## config.mk

```make
export PLATFORM = sky130hd
export DESIGN_NAME = keccak_squeeze
export DESIGN_NICKNAME = d
export VERILOG_FILES = /design/src/rtl/keccak_pkg.sv /design/src/rtl/keccak_squeeze.sv
export SDC_FILE = /design/constraint.sdc
export NUM_CORES = 1
export LEC_CHECK = 0
export ABC_AREA = 0
export BUFFER_PORTS_ARGS = -buffer_cell sky130_fd_sc_hd__buf_4
export CORE_AREA = 2 2 660 662
export CTS_BUF_LIST = sky130_fd_sc_hd__clkbuf_2 sky130_fd_sc_hd__clkbuf_4 sky130_fd_sc_hd__clkbuf_8
export CTS_CLUSTER_SIZE = 25
export DETAILED_ROUTE_END_ITERATION = 6
export DIE_AREA = 0 0 662 664
export PLACE_DENSITY = 0.3
export SLEW_MARGIN = 5
export SYNTH_ARGS = -nofsm -noshare
export SYNTH_HDL_FRONTEND = slang
export SYNTH_SLANG_ARGS = --single-unit
export TNS_END_PERCENT = 1
```

## constraint.sdc

```tcl
create_clock -name clk -period 1.75 [get_ports clk]
set_input_delay 0 -clock clk [delete_from_list [all_inputs] [get_ports clk]]
set_output_delay 0 -clock clk [all_outputs]
set_load 0.05 [all_outputs]
```

## src/rtl/keccak_pkg.sv

```systemverilog
// --------------------
// Keccak shared definitions
// State views, modes, step codes, rate and suffix constants
// --------------------
`default_nettype none

package keccak_pkg;

    // One 64-bit lane, also the stream data word
    typedef logic [63:0] lane_t;
    typedef logic [7:0]  keep_t;
    typedef logic [7:0]  byte_cnt_t;

    // 1600-bit state, seen as 25 lanes (index x + 5y) or as 200 bytes in FIPS order
    typedef union packed {
        lane_t [24:0]      lanes;
        logic [199:0][7:0] bytes;
    } keccak_state_u;

    typedef enum logic {
        MODE_SHA3_256,
        MODE_SHAKE128
    } keccak_mode_e;

    typedef enum logic [2:0] {
        STEP_THETA,
        STEP_RHO,
        STEP_PI,
        STEP_CHI,
        STEP_IOTA
    } step_e;

    localparam byte_cnt_t   RATE_BYTES_SHA3_256   = 8'd136;
    localparam byte_cnt_t   RATE_BYTES_SHAKE128   = 8'd168;
    localparam logic [7:0]  SUFFIX_SHA3           = 8'h06;
    localparam logic [7:0]  SUFFIX_SHAKE          = 8'h1F;
    localparam byte_cnt_t   DIGEST_BYTES_SHA3_256 = 8'd32;
    localparam int          NUM_ROUNDS            = 24;

    // Iota constants, one per round
    function automatic lane_t round_const(input logic [4:0] idx);
        case (idx)
            5'd0:    return 64'h0000_0000_0000_0001;
            5'd1:    return 64'h0000_0000_0000_8082;
            5'd2:    return 64'h8000_0000_0000_808A;
            5'd3:    return 64'h8000_0000_8000_8000;
            5'd4:    return 64'h0000_0000_0000_808B;
            5'd5:    return 64'h0000_0000_8000_0001;
            5'd6:    return 64'h8000_0000_8000_8081;
            5'd7:    return 64'h8000_0000_0000_8009;
            5'd8:    return 64'h0000_0000_0000_008A;
            5'd9:    return 64'h0000_0000_0000_0088;
            5'd10:   return 64'h0000_0000_8000_8009;
            5'd11:   return 64'h0000_0000_8000_000A;
            5'd12:   return 64'h0000_0000_8000_808B;
            5'd13:   return 64'h8000_0000_0000_008B;
            5'd14:   return 64'h8000_0000_0000_8089;
            5'd15:   return 64'h8000_0000_0000_8003;
            5'd16:   return 64'h8000_0000_0000_8002;
            5'd17:   return 64'h8000_0000_0000_0080;
            5'd18:   return 64'h0000_0000_0000_800A;
            5'd19:   return 64'h8000_0000_8000_000A;
            5'd20:   return 64'h8000_0000_8000_8081;
            5'd21:   return 64'h8000_0000_0000_8080;
            5'd22:   return 64'h0000_0000_8000_0001;
            5'd23:   return 64'h8000_0000_8000_8008;
            default: return '0;
        endcase
    endfunction

    function automatic byte_cnt_t rate_bytes(input keccak_mode_e mode);
        return (mode == MODE_SHA3_256) ? RATE_BYTES_SHA3_256 : RATE_BYTES_SHAKE128;
    endfunction

endpackage

`default_nettype wire

```

## src/rtl/keccak_squeeze.sv

```systemverilog
// --------------------
// Keccak squeeze stage
// Serves rate bytes of the state as 64-bit output beats
// --------------------
`timescale 1ns/1ps
`default_nettype none

module keccak_squeeze import keccak_pkg::*; (
    input  wire logic     clk,
    input  wire logic     rst,
    input  keccak_state_u state_i,
    input  keccak_mode_e  mode_i,
    input  wire logic     squeezing_i,
    input  wire logic     blk_clear_i,
    // Source stream
    input  wire logic     t_ready_i,
    output lane_t         t_data_o,
    output keep_t         t_keep_o,
    output logic          t_last_o,
    output logic          t_valid_o,
    // To sponge
    output logic          beat_taken_o,
    output logic          block_empty_o,
    output logic          squeeze_done_o
);

    byte_cnt_t blk_cnt_q;
    byte_cnt_t total_q;
    byte_cnt_t rate;

    assign rate = rate_bytes(mode_i);

    // Eight bytes at the block count, in FIPS byte order
    always_comb begin
        for (int i = 0; i < 8; i++) begin
            t_data_o[8*i +: 8] = state_i.bytes[blk_cnt_q + i];
        end
    end

    // Both rates are whole lanes, so every beat is full
    assign t_valid_o    = squeezing_i;
    assign t_keep_o     = {8{squeezing_i}};
    assign beat_taken_o = t_valid_o && t_ready_i;

    // Digest end and rate end, both seen on the beat that reaches them
    assign t_last_o       = squeezing_i && (mode_i == MODE_SHA3_256)
                         && (total_q + 8'd8 == DIGEST_BYTES_SHA3_256);
    assign squeeze_done_o = beat_taken_o && t_last_o;
    assign block_empty_o  = (mode_i == MODE_SHAKE128) && (blk_cnt_q + 8'd8 == rate);

    // --------------------
    // Byte counters
    // --------------------
    always_ff @(posedge clk or posedge rst) begin
        if (rst) begin
            blk_cnt_q <= '0;
            total_q   <= '0;
        end else begin
            if (blk_clear_i) begin
                blk_cnt_q <= '0;
            end else if (beat_taken_o) begin
                blk_cnt_q <= blk_cnt_q + 8'd8;
            end
            // Clear from outside squeeze means a new message
            // SHAKE output may wrap this count, only SHA3 reads it
            if (blk_clear_i && !squeezing_i) begin
                total_q <= '0;
            end else if (beat_taken_o) begin
                total_q <= total_q + 8'd8;
            end
        end
    end

    a_cnt_in_rate: assert property (@(posedge clk) disable iff (rst)
        blk_cnt_q <= rate)
        else $error("squeeze byte count above rate");

endmodule

`default_nettype wire

```

After elaboration in Yosys (flattened, before gate mapping)

Index checks and enable logic that the tools add are counted.
Widths: inputs -> output; s select.

Output and inout bits: 77
Input bits: 1606
Word-level logic and storage cells: 52
Register bits: 16

$lt $le $gt $ge: 8
Equality and inequality tests: 2
Add/sub/neg operators: 9
Reduce and logical (&&, ||, !) cells: 9
Bitwise gates (word level): 1
Mux-type cells: 21

Operators with widths:

| kind                | count |
|---|---|
| $bmux 8 s8          | 8 |
| $mux 8              | 12 |
| $lt 9x9->1 const B  | 7 |
| $add 8x3->9 const B | 4 |
| $add 8x2->9 const B | 2 |
| $add 8x4->8 const B | 2 |
| $add 8x1->9 const B | 1 |
| $lt 8x9->1 const B  | 1 |
| $eq 8x6->1 const B  | 1 |
| $eq 8x8->1          | 1 |
| $logic_and 1x1->1   | 6 |
| $mux 6              | 1 |
| $reduce_bool 2->1   | 2 |
| $logic_not 1->1     | 1 |
| $not 1->1           | 1 |

Logic depth before layout (Yosys ltp)

Gate-level depths: netlist of run 1.

Depth in word-level cells: 4
Depth in mapped cells: 9
Gate-level depth less buffers: 5

Least setup slack after synthesis of run 1

Ideal clock, no wire load.

Path kind: reg2out
Start: reg total_q[3]
End: out squeeze_done_o
Data required time: 1.750 ns
Arrival time: 2.987 ns
Path buffers: 0
Slack: -1.237 ns
Cell stages (with the launch flop): 6
Cells stage by stage: dfrtp_1 ha_1 nor2_1 nand3_1 nor4_1 and2_1

Word-level cells in the longest chain between the ends: 4

Ends and longest elaborated chain:

| what                   | RTL line             | text |
|---|---|---|
| start, declared        | keccak_squeeze.sv:28 | `byte_cnt_t total_q;` |
| start signal, assigned | keccak_squeeze.sv:69 | `total_q <= total_q + 8'd8;` |
| $add 8x4->8            | keccak_squeeze.sv:47 | `&& (total_q + 8'd8 == DIGEST_BYTES_SHA3_256);` |
| $eq 8x6->1             | keccak_squeeze.sv:47 |  |
| $logic_and 1x1->1      | keccak_squeeze.sv:47 |  |
| named net t_last_o     | keccak_squeeze.sv:19 | `output logic t_last_o,` |
| $logic_and 1x1->1      | keccak_squeeze.sv:48 | `assign squeeze_done_o = beat_taken_o && t_last_o;` |
| end, declared          | keccak_squeeze.sv:24 | `output logic squeeze_done_o` |

The timed path passes the listed nets, and every way through them passes these cells.

Worst setup path in the final report of run 1

Start: reg blk_cnt_q[3]
End: out t_data_o[29]

Word-level cells in the longest chain between the ends: 3

Ends and longest elaborated chain:

| what                         | RTL line             | text |
|---|---|---|
| start, declared              | keccak_squeeze.sv:27 | `byte_cnt_t blk_cnt_q;` |
| start signal, assigned       | keccak_squeeze.sv:62 | `blk_cnt_q <= blk_cnt_q + 8'd8;` |
| $add 8x2->9                  | keccak_squeeze.sv:36 | `t_data_o[8*i +: 8] = state_i.bytes[blk_cnt_q + i];` |
| $bmux 8 s8                   | keccak_squeeze.sv:36 |  |
| $mux 8 (implied by the code) | keccak_squeeze.sv:36 |  |
| end, declared                | keccak_squeeze.sv:17 | `output lane_t t_data_o,` |

No other way between the ends. The select of a mux whose other input is x is not followed.

==> impl_metrics.csv, run 1 <==
group,metric,value,unit
setup_path,critical_path_peak_fanout,16,
floorplan,floorplan.initialDensity,3.28,%
global_route,grt_util_all_layers,13.4,%
cts,clk-insertion-delay-late,230,ps
yosys,cells_after_synth,1841,
floorplan,io-pin-count,1683,
setup_path,crit_path_end,"t_data_o[29]",
routing,avgViaCountPerCell,2.66,
sta,post-route-min-period,2750,ps
final_layout,seq_area,259,sq um
cts,cts.clk_slew.worst_paths,50,ps
sta,slew_viols_final,0,
setup_path,timing.reg2reg.setup_slack,200,ps
sta,setup_slack,-1000,ps
final_layout,utilization_of_the_core_after_routing,9.18,%
setup_path,worst_setup_path_startpoint,"blk_cnt_q[3]",
sta,rsz0062_at_grt,"yes",
floorplan,die_y,664,um
final_layout,area_occupied_by_multi_input_gates,14000,sq um
sta,maxSlewHeadroom,55.6,%
power_and_ir_drop,vdd_drop_max,0.000148,V
routing,detailedRoute.firstPassIterationCount,7,
yosys,yosysUniqueCellTypes,38,
setup_path,crit_path_start_kind,"flop",
setup_path,r2r-start,"blk_cnt_q[3]",
yosys,synth-seq-cells,10,
sta,totalNegativeSetupSlack,-52440,ps
final_layout,finish.instance_area,39700,sq um
final_layout,area_growth,180,%
final_layout,finish.net_count,5411,
routing,finalWirelength,311,mm
hold_path,hold_path.class,"input pin to flop",
cts,clock-root-buffer,"sky130_fd_sc_hd__clkbuf_8",
cts,cts-buffers-inserted,3,
routing,first_iter_violations,1486,
cts,level_count_of_the_clock_h_tree,1,
yosys,synth-seq-area-share,1.76,%
global_route,first_global_vias,26275,
placement,gp_congestion,0.894,
sta,layout_worst_path_cycle_share,157,%
routing,postRouteAntennaNets,0,
placement,place.port_buffers,1682,
setup_path,r2r_end,"blk_cnt_q[7]",
cts,tritoncts,"yes",
yosys,synth-main-ff-cell,"sky130_fd_sc_hd__dfrtp_1",
yosys,synth-edff-count,0,
global_route,overflow,0,
setup_path,critPathRequiredTime,1750,ps
global_route,grt_pass1_wl,364,mm
routing,wl_per_cell,32.5,um
cts,ctsLongestPathBuffers,2,
floorplan,std_cell_rows,242,
sta,hold_violations,0,
yosys,synthesis.yosys.warnings,0,
routing,drc,0,
yosys,synth_fp_nets,3449,
placement,placedInstanceArea,37700,sq um
global_route,grt_start_max_net_pins,39,
global_route,grt_antenna_before_repair,277,
setup_path,r2r_cell_count,5,
placement,dp_hpwl,292,mm
setup_path,arrival,2750,ps
yosys,syn-mean-instance-area,7.70,sq um
floorplan,floorplan.core_area,433000,sq um
floorplan,x_dimension_of_the_die,662,um
power_and_ir_drop,power-per-cell-area,280,nW/um^2
sta,tightestPinTransition,654,ps
floorplan,die_area,440000,sq um
power_and_ir_drop,report.power.total,11.1,mW
sta,setup_viol_count_final,66,
run_status,outcome,"finished, violations left",
yosys,postSynth.asyncResetShare,100,%
final_layout,fillerInstances,50514,
setup_path,timing.setup.critical_path_class,"flop to output pin",
sta,max_freq,363,MHz
routing,via_count,25533,
final_layout,drive_gt1_share,63.2,%
cts,cts.sinks,10,
power_and_ir_drop,power.static_leakage,15.3,nW
run_status,violations,"negative setup slack",
yosys,post_synth_instance_area,14200,sq um
sta,timing.clock.skew,0.626,ps
run,cap_violations,0,
setup_path,critPathCaptureType,"output pin",
sequential cells by signal (all words and copies together) (netlist names):
| name | cells |
|---|---|
| blk_cnt_q | 5 |
| total_q | 5 |
power by group:
part           switching, mW  total [mW]  leakage, nW  internal, mW
Clock                 0.0887       0.264       0.0265         0.175
Combinational           5.34        10.6         15.2          5.26
Sequential            0.0242       0.271        0.129         0.247
cell usage after synthesis (3+ instances only):
cell / n / area share, %
sky130_fd_sc_hd__a21oi_1: 96 / 3.4
sky130_fd_sc_hd__a221oi_2: 4 / 0.42
sky130_fd_sc_hd__a22o_1: 7 / 0.43
sky130_fd_sc_hd__a22oi_1: 208 / 11
sky130_fd_sc_hd__a2bb2oi_1: 4 / 0.25
sky130_fd_sc_hd__and2_1: 4 / 0.18
sky130_fd_sc_hd__buf_1: 10 / 0.26
sky130_fd_sc_hd__buf_2: 31 / 1.1
sky130_fd_sc_hd__buf_4: 88 / 4.7
sky130_fd_sc_hd__buf_6: 4 / 0.32
sky130_fd_sc_hd__clkbuf_1: 73 / 1.9
sky130_fd_sc_hd__dfrtp_1: 10 / 1.8
sky130_fd_sc_hd__mux2i_1: 715 / 50
sky130_fd_sc_hd__mux4_2: 30 / 4.8
sky130_fd_sc_hd__nand2_1: 269 / 7.1
sky130_fd_sc_hd__nand3_1: 124 / 4.4
sky130_fd_sc_hd__nand4_1: 115 / 5.1
sky130_fd_sc_hd__nor2_1: 10 / 0.26
sky130_fd_sc_hd__nor2b_1: 5 / 0.22
sky130_fd_sc_hd__xnor2_1: 6 / 0.37
sky130_fd_sc_hd__xor2_1: 3 / 0.19
repair_timing:
action	in CTS	in global routing
hold endpoints to repair	11	0
setup buffers	9	5
setup endpoints to repair	67	67
resized for setup	261	74
pin swaps	22	24
hold buffers	2	0
gates cloned	2	0
final cells by class:
cell class	count	area share [%]
Timing Repair Buffer	2165	45.5
Clock buffer	4	0.123
Tap cell	5734	18.1
Multi-Input combinational cell	1619	35.3
Sequential cell	10	0.652
Inverter	4	0.0378
Antenna cell	49	0.309
cells by family (layout without fill, tap and decap cells):
logic type / Yosys count / after routing / synth area share, %
AND/OR/NAND/NOR: 534 / 534 / 17.7
adder cells (fa/ha/maj): 2 / 2 / 0.176
XOR/XNOR: 9 / 9 / 0.556
flip-flops: 10 / 10 / 1.76
AO/OA/AOI/OAI: 329 / 329 / 16.0
buffers and inverters: 212 / 2173 / 8.58
multiplexers: 745 / 745 / 55.2
other: 0 / 49 / 0
through the flow:
step | hold WS [ps] | instances | setup WS, ps
floorplan | -160 | 1841 | -227
detailed placement | 44.2 | 9514 | -1460
finish | 140 | 9585 | -1000
CTS | 134 | 9531 | -1070
global route | 153 | 9549 | -1050
global placement | 41.4 | 9513 | -1930
metal layers:
metal	global-route usage, %	vias to the layer above	part of all wire [%]	wire length [um]
met4	0.811	152	1.2	3860
met3	4.91	450	9.1	28400
li1	-	11106	-	-
met2	25.0	1480	51	159000
met5	0	-	0.33	1030
met1	15.1	12345	38	119000
cell usage in the layout, fill, tap and decap left out, drive strengths merged:
master	count
nand4	115
nor4	1
inv	3
diode	49
xnor2	6
nor4b	1
nand3	124
dfrtp	10
mux2i	715
nor2	11
a31oi	2
a21oi	96
a2bb2oi	4
xor2	3
a22o	7
mux4	30
nand2b	1
o21ai	3
dlygate4sd3	2
and2b	1
o22ai	1
or2	2
nor2b	5
and2	4
buf	2161
ha	2
a32o	2
clkinv	1
a22oi	208
a221oi	6
nand2	269
bufbuf	2
clkbuf	4
worst max-delay path, cell delays in order, from the launching register on:
cell	delay, ps
sky130_fd_sc_hd__dfrtp_4	470
sky130_fd_sc_hd__buf_16	240
sky130_fd_sc_hd__buf_16	190
sky130_fd_sc_hd__buf_12	190
sky130_fd_sc_hd__mux2i_1	510
sky130_fd_sc_hd__nand2_2	270
sky130_fd_sc_hd__nand4_1	180
sky130_fd_sc_hd__nand4_1	160
sky130_fd_sc_hd__buf_12	200
worst min-delay path by stage:
stage                     startpoint  cells after the start  slack (ps)            to
after floorplan                  rst                      1        -160  blk_cnt_q[3]
after global placement           rst                      2          40  blk_cnt_q[7]
after detailed placement         rst                      2          40    total_q[4]
after CTS                  t_ready_i                      3         130    total_q[3]
after global routing       t_ready_i                      3         150    total_q[3]
final                      t_ready_i                      3         140    total_q[7]
(Power assumes the default switching activity.)
==> inputs of run 2 (changes only) <==
==> constraint.sdc (replaced) <==
create_clock -name clk -period 1.75 [get_ports clk]
set_input_delay 0.2625 -clock clk [delete_from_list [all_inputs] [get_ports clk]]
set_output_delay 0.2625 -clock clk [all_outputs]
set_load 0.05 [all_outputs]
==> run 2 against run 1 <==
Critical path type unchanged. The run still ends with negative setup slack left. Wire length grew 0.17%. Utilization increased by 0.095 points. Clock skew about the same. Critical path depth shrank 1. Combinational power hardly changed. Non-clock buffer count rose by 13. Register-to-register slack worse by 150 ps. Worst setup slack got worse by 310 ps. Sequential share of layout area about the same. Clock-buffer cell count unchanged. Highest routed layer unchanged.
==> impl_metrics.csv, run 2 (synthesis results as in run 1) <==
group,metric,value,unit
run_status,outcome,"finished, violations left",
run_status,violations,"negative setup slack",
floorplan,floorplan.core_area,433000,sq um
placement,dpl_worst_slack,-1740,ps
sta,totalNegativeSetupSlack,-72650,ps
sta,max_freq,326,MHz
final_layout,area_growth,183,%
routing,via_count,25706,
routing,postRouteAntennaNets,0,
sta,tightestPinTransition,1060,ps
hold_path,hold_path.class,"input pin to async pin",
cts,ctsLongestPathBuffers,2,
cts,cts-buffers-inserted,3,
floorplan,x_dimension_of_the_die,662,um
final_layout,top_regs,"blk_cnt_q (5), total_q (5)",
power_and_ir_drop,report.power.total,11.4,mW
routing,first_iter_violations,1592,
final_layout,most_frequent_cells_in_the_layout,"sky130_fd_sc_hd__buf_4, sky130_fd_sc_hd__mux2i_1, sky130_fd_sc_hd__nand2_1",
final_layout,instances_no_fill,9595,
global_route,grt_start_max_net_pins,39,
power_and_ir_drop,vdd_drop_max,0.000167,V
setup_path,crit_path_start_kind,"flop",
setup_path,critPathRequiredTime,1490,ps
sta,hold_violations,0,
cts,cts.sinks,10,
floorplan,die_area,440000,sq um
placement,placed_cells,9517,
run,cap_violations,0,
final_layout,layout_commonest_cell,"sky130_fd_sc_hd__buf_4",
routing,avgViaCountPerCell,2.68,
cts,clk-insertion-delay-late,240,ps
cts,clock-root-buffer,"sky130_fd_sc_hd__clkbuf_8",
routing,wl_per_cell,32.5,um
sta,slew_viols_final,0,
placement,gp_congestion,0.894,
global_route,overflow,0,
setup_path,critPathCaptureType,"output pin",
cts,cts_hold_buffers,0,
global_route,first_global_vias,26394,
placement,place.port_buffers,1682,
sta,setup_slack,-1320,ps
floorplan,io-pin-count,1683,
cts,cts.clk_slew.worst_paths,50,ps
sta,layout_worst_path_cycle_share,175,%
routing,detailedRoute.firstPassIterationCount,6,
global_route,grt_util_all_layers,13.5,%
routing,drc,0,
sta,rsz0062_at_grt,"yes",
sta,fin_hold_ws,37.4,ps
final_layout,finish.net_count,5424,
setup_path,timing.setup.critical_path_class,"flop to output pin",
sta,maxSlewHeadroom,27.5,%
floorplan,floorplan.initialDensity,3.28,%
floorplan,std_cell_rows,242,
power_and_ir_drop,power-per-cell-area,283,nW/um^2
sta,timing.clock.skew,0.740,ps
placement,dp_hpwl,292,mm
cts,tritoncts,"yes",
final_layout,drive_gt1_share,64.1,%
global_route,grt_antenna_before_repair,262,
sta,setup_viol_count_final,67,
power_and_ir_drop,power.static_leakage,15.4,nW
setup_path,critical_path_peak_fanout,8,
routing,finalWirelength,312,mm
global_route,grt_pass1_wl,365,mm
floorplan,die_y,664,um
setup_path,arrival,2800,ps
sta,post-route-min-period,3070,ps
cts,level_count_of_the_clock_h_tree,1,
==> run 2: changes by cell type in the layout (fill, tap and decap cells not counted), moves of 10 or more <==
cell	previous run	this run
sky130_fd_sc_hd__a22oi_1	179	164
sky130_fd_sc_hd__mux2i_1	612	602
sky130_fd_sc_hd__buf_6	65	75
sky130_fd_sc_hd__mux2i_4	46	56
sky130_fd_sc_hd__a22oi_2	29	44
==> run 2: path summary, 6_finish.rpt <==
path	depth (start not counted)	slack, ps	startpoint	endpoint
worst min-delay path	2	40	rst	blk_cnt_q[4]
max in group asynchronous	2	1360	rst	blk_cnt_q[3]
worst min register to register	1	640	total_q[6]	total_q[6]
worst max register to register	6	50	blk_cnt_q[3]	blk_cnt_q[7]
worst max-delay path	7	-1320	blk_cnt_q[3]	t_data_o[60]
min in group clk	2	250	blk_clear_i	blk_cnt_q[3]
==> run 2: area by class of cell <==
cell class	count	area, sq um
tap	5734	7170
clock buffer	4	48.8
multi-input combinational	1619	14300
inverter	4	15.0
antenna	46	115
timing repair buffer	2178	18300
fill	50471	393000
sequential	10	256
==> run 2: per-layer routing <==
metal / GRT usage (%) / vias up / routed length (um)
li1: - / 11131 / -
met4: 1.13 / 152 / 4940
met2: 24.9 / 1518 / 159000
met3: 5.09 / 455 / 29800
met1: 15.0 / 12450 / 117000
met5: 0 / - / 1000
==> run 2: what timing repair did <==
item	in CTS	in global routing
gates cloned	2	1
setup buffers	7	19
resized for setup	260	130
setup endpoints to repair	67	67
pin swaps	25	31
==> run 2: metrics by stage <==
step / utilization (%) / instance area [sq um]
2_1_floorplan: - / 14200
3_5_place_dp: 8.72 / 37700
4_1_cts: 9.06 / 39200
5_1_grt: 9.26 / 40000
3_3_place_gp: 8.71 / 37700
6_report: 9.28 / 40100
==> run 2: worst max-delay path, stage by stage (launching register included) <==
cell and delay, ps:
sky130_fd_sc_hd__dfrtp_4 480, sky130_fd_sc_hd__buf_16 190, sky130_fd_sc_hd__buf_16 190, sky130_fd_sc_hd__mux2i_1 880, sky130_fd_sc_hd__a22oi_1 180, sky130_fd_sc_hd__nand3_2 210, sky130_fd_sc_hd__nand4_1 110, sky130_fd_sc_hd__buf_4 240
==> run 2: where the power goes <==
group | switching, mW | internal, mW | leakage, nW
sequential | 0.0166 | 0.245 | 0.132
clock | 0.0969 | 0.176 | 0.0265
combinational | 5.44 | 5.38 | 15.3
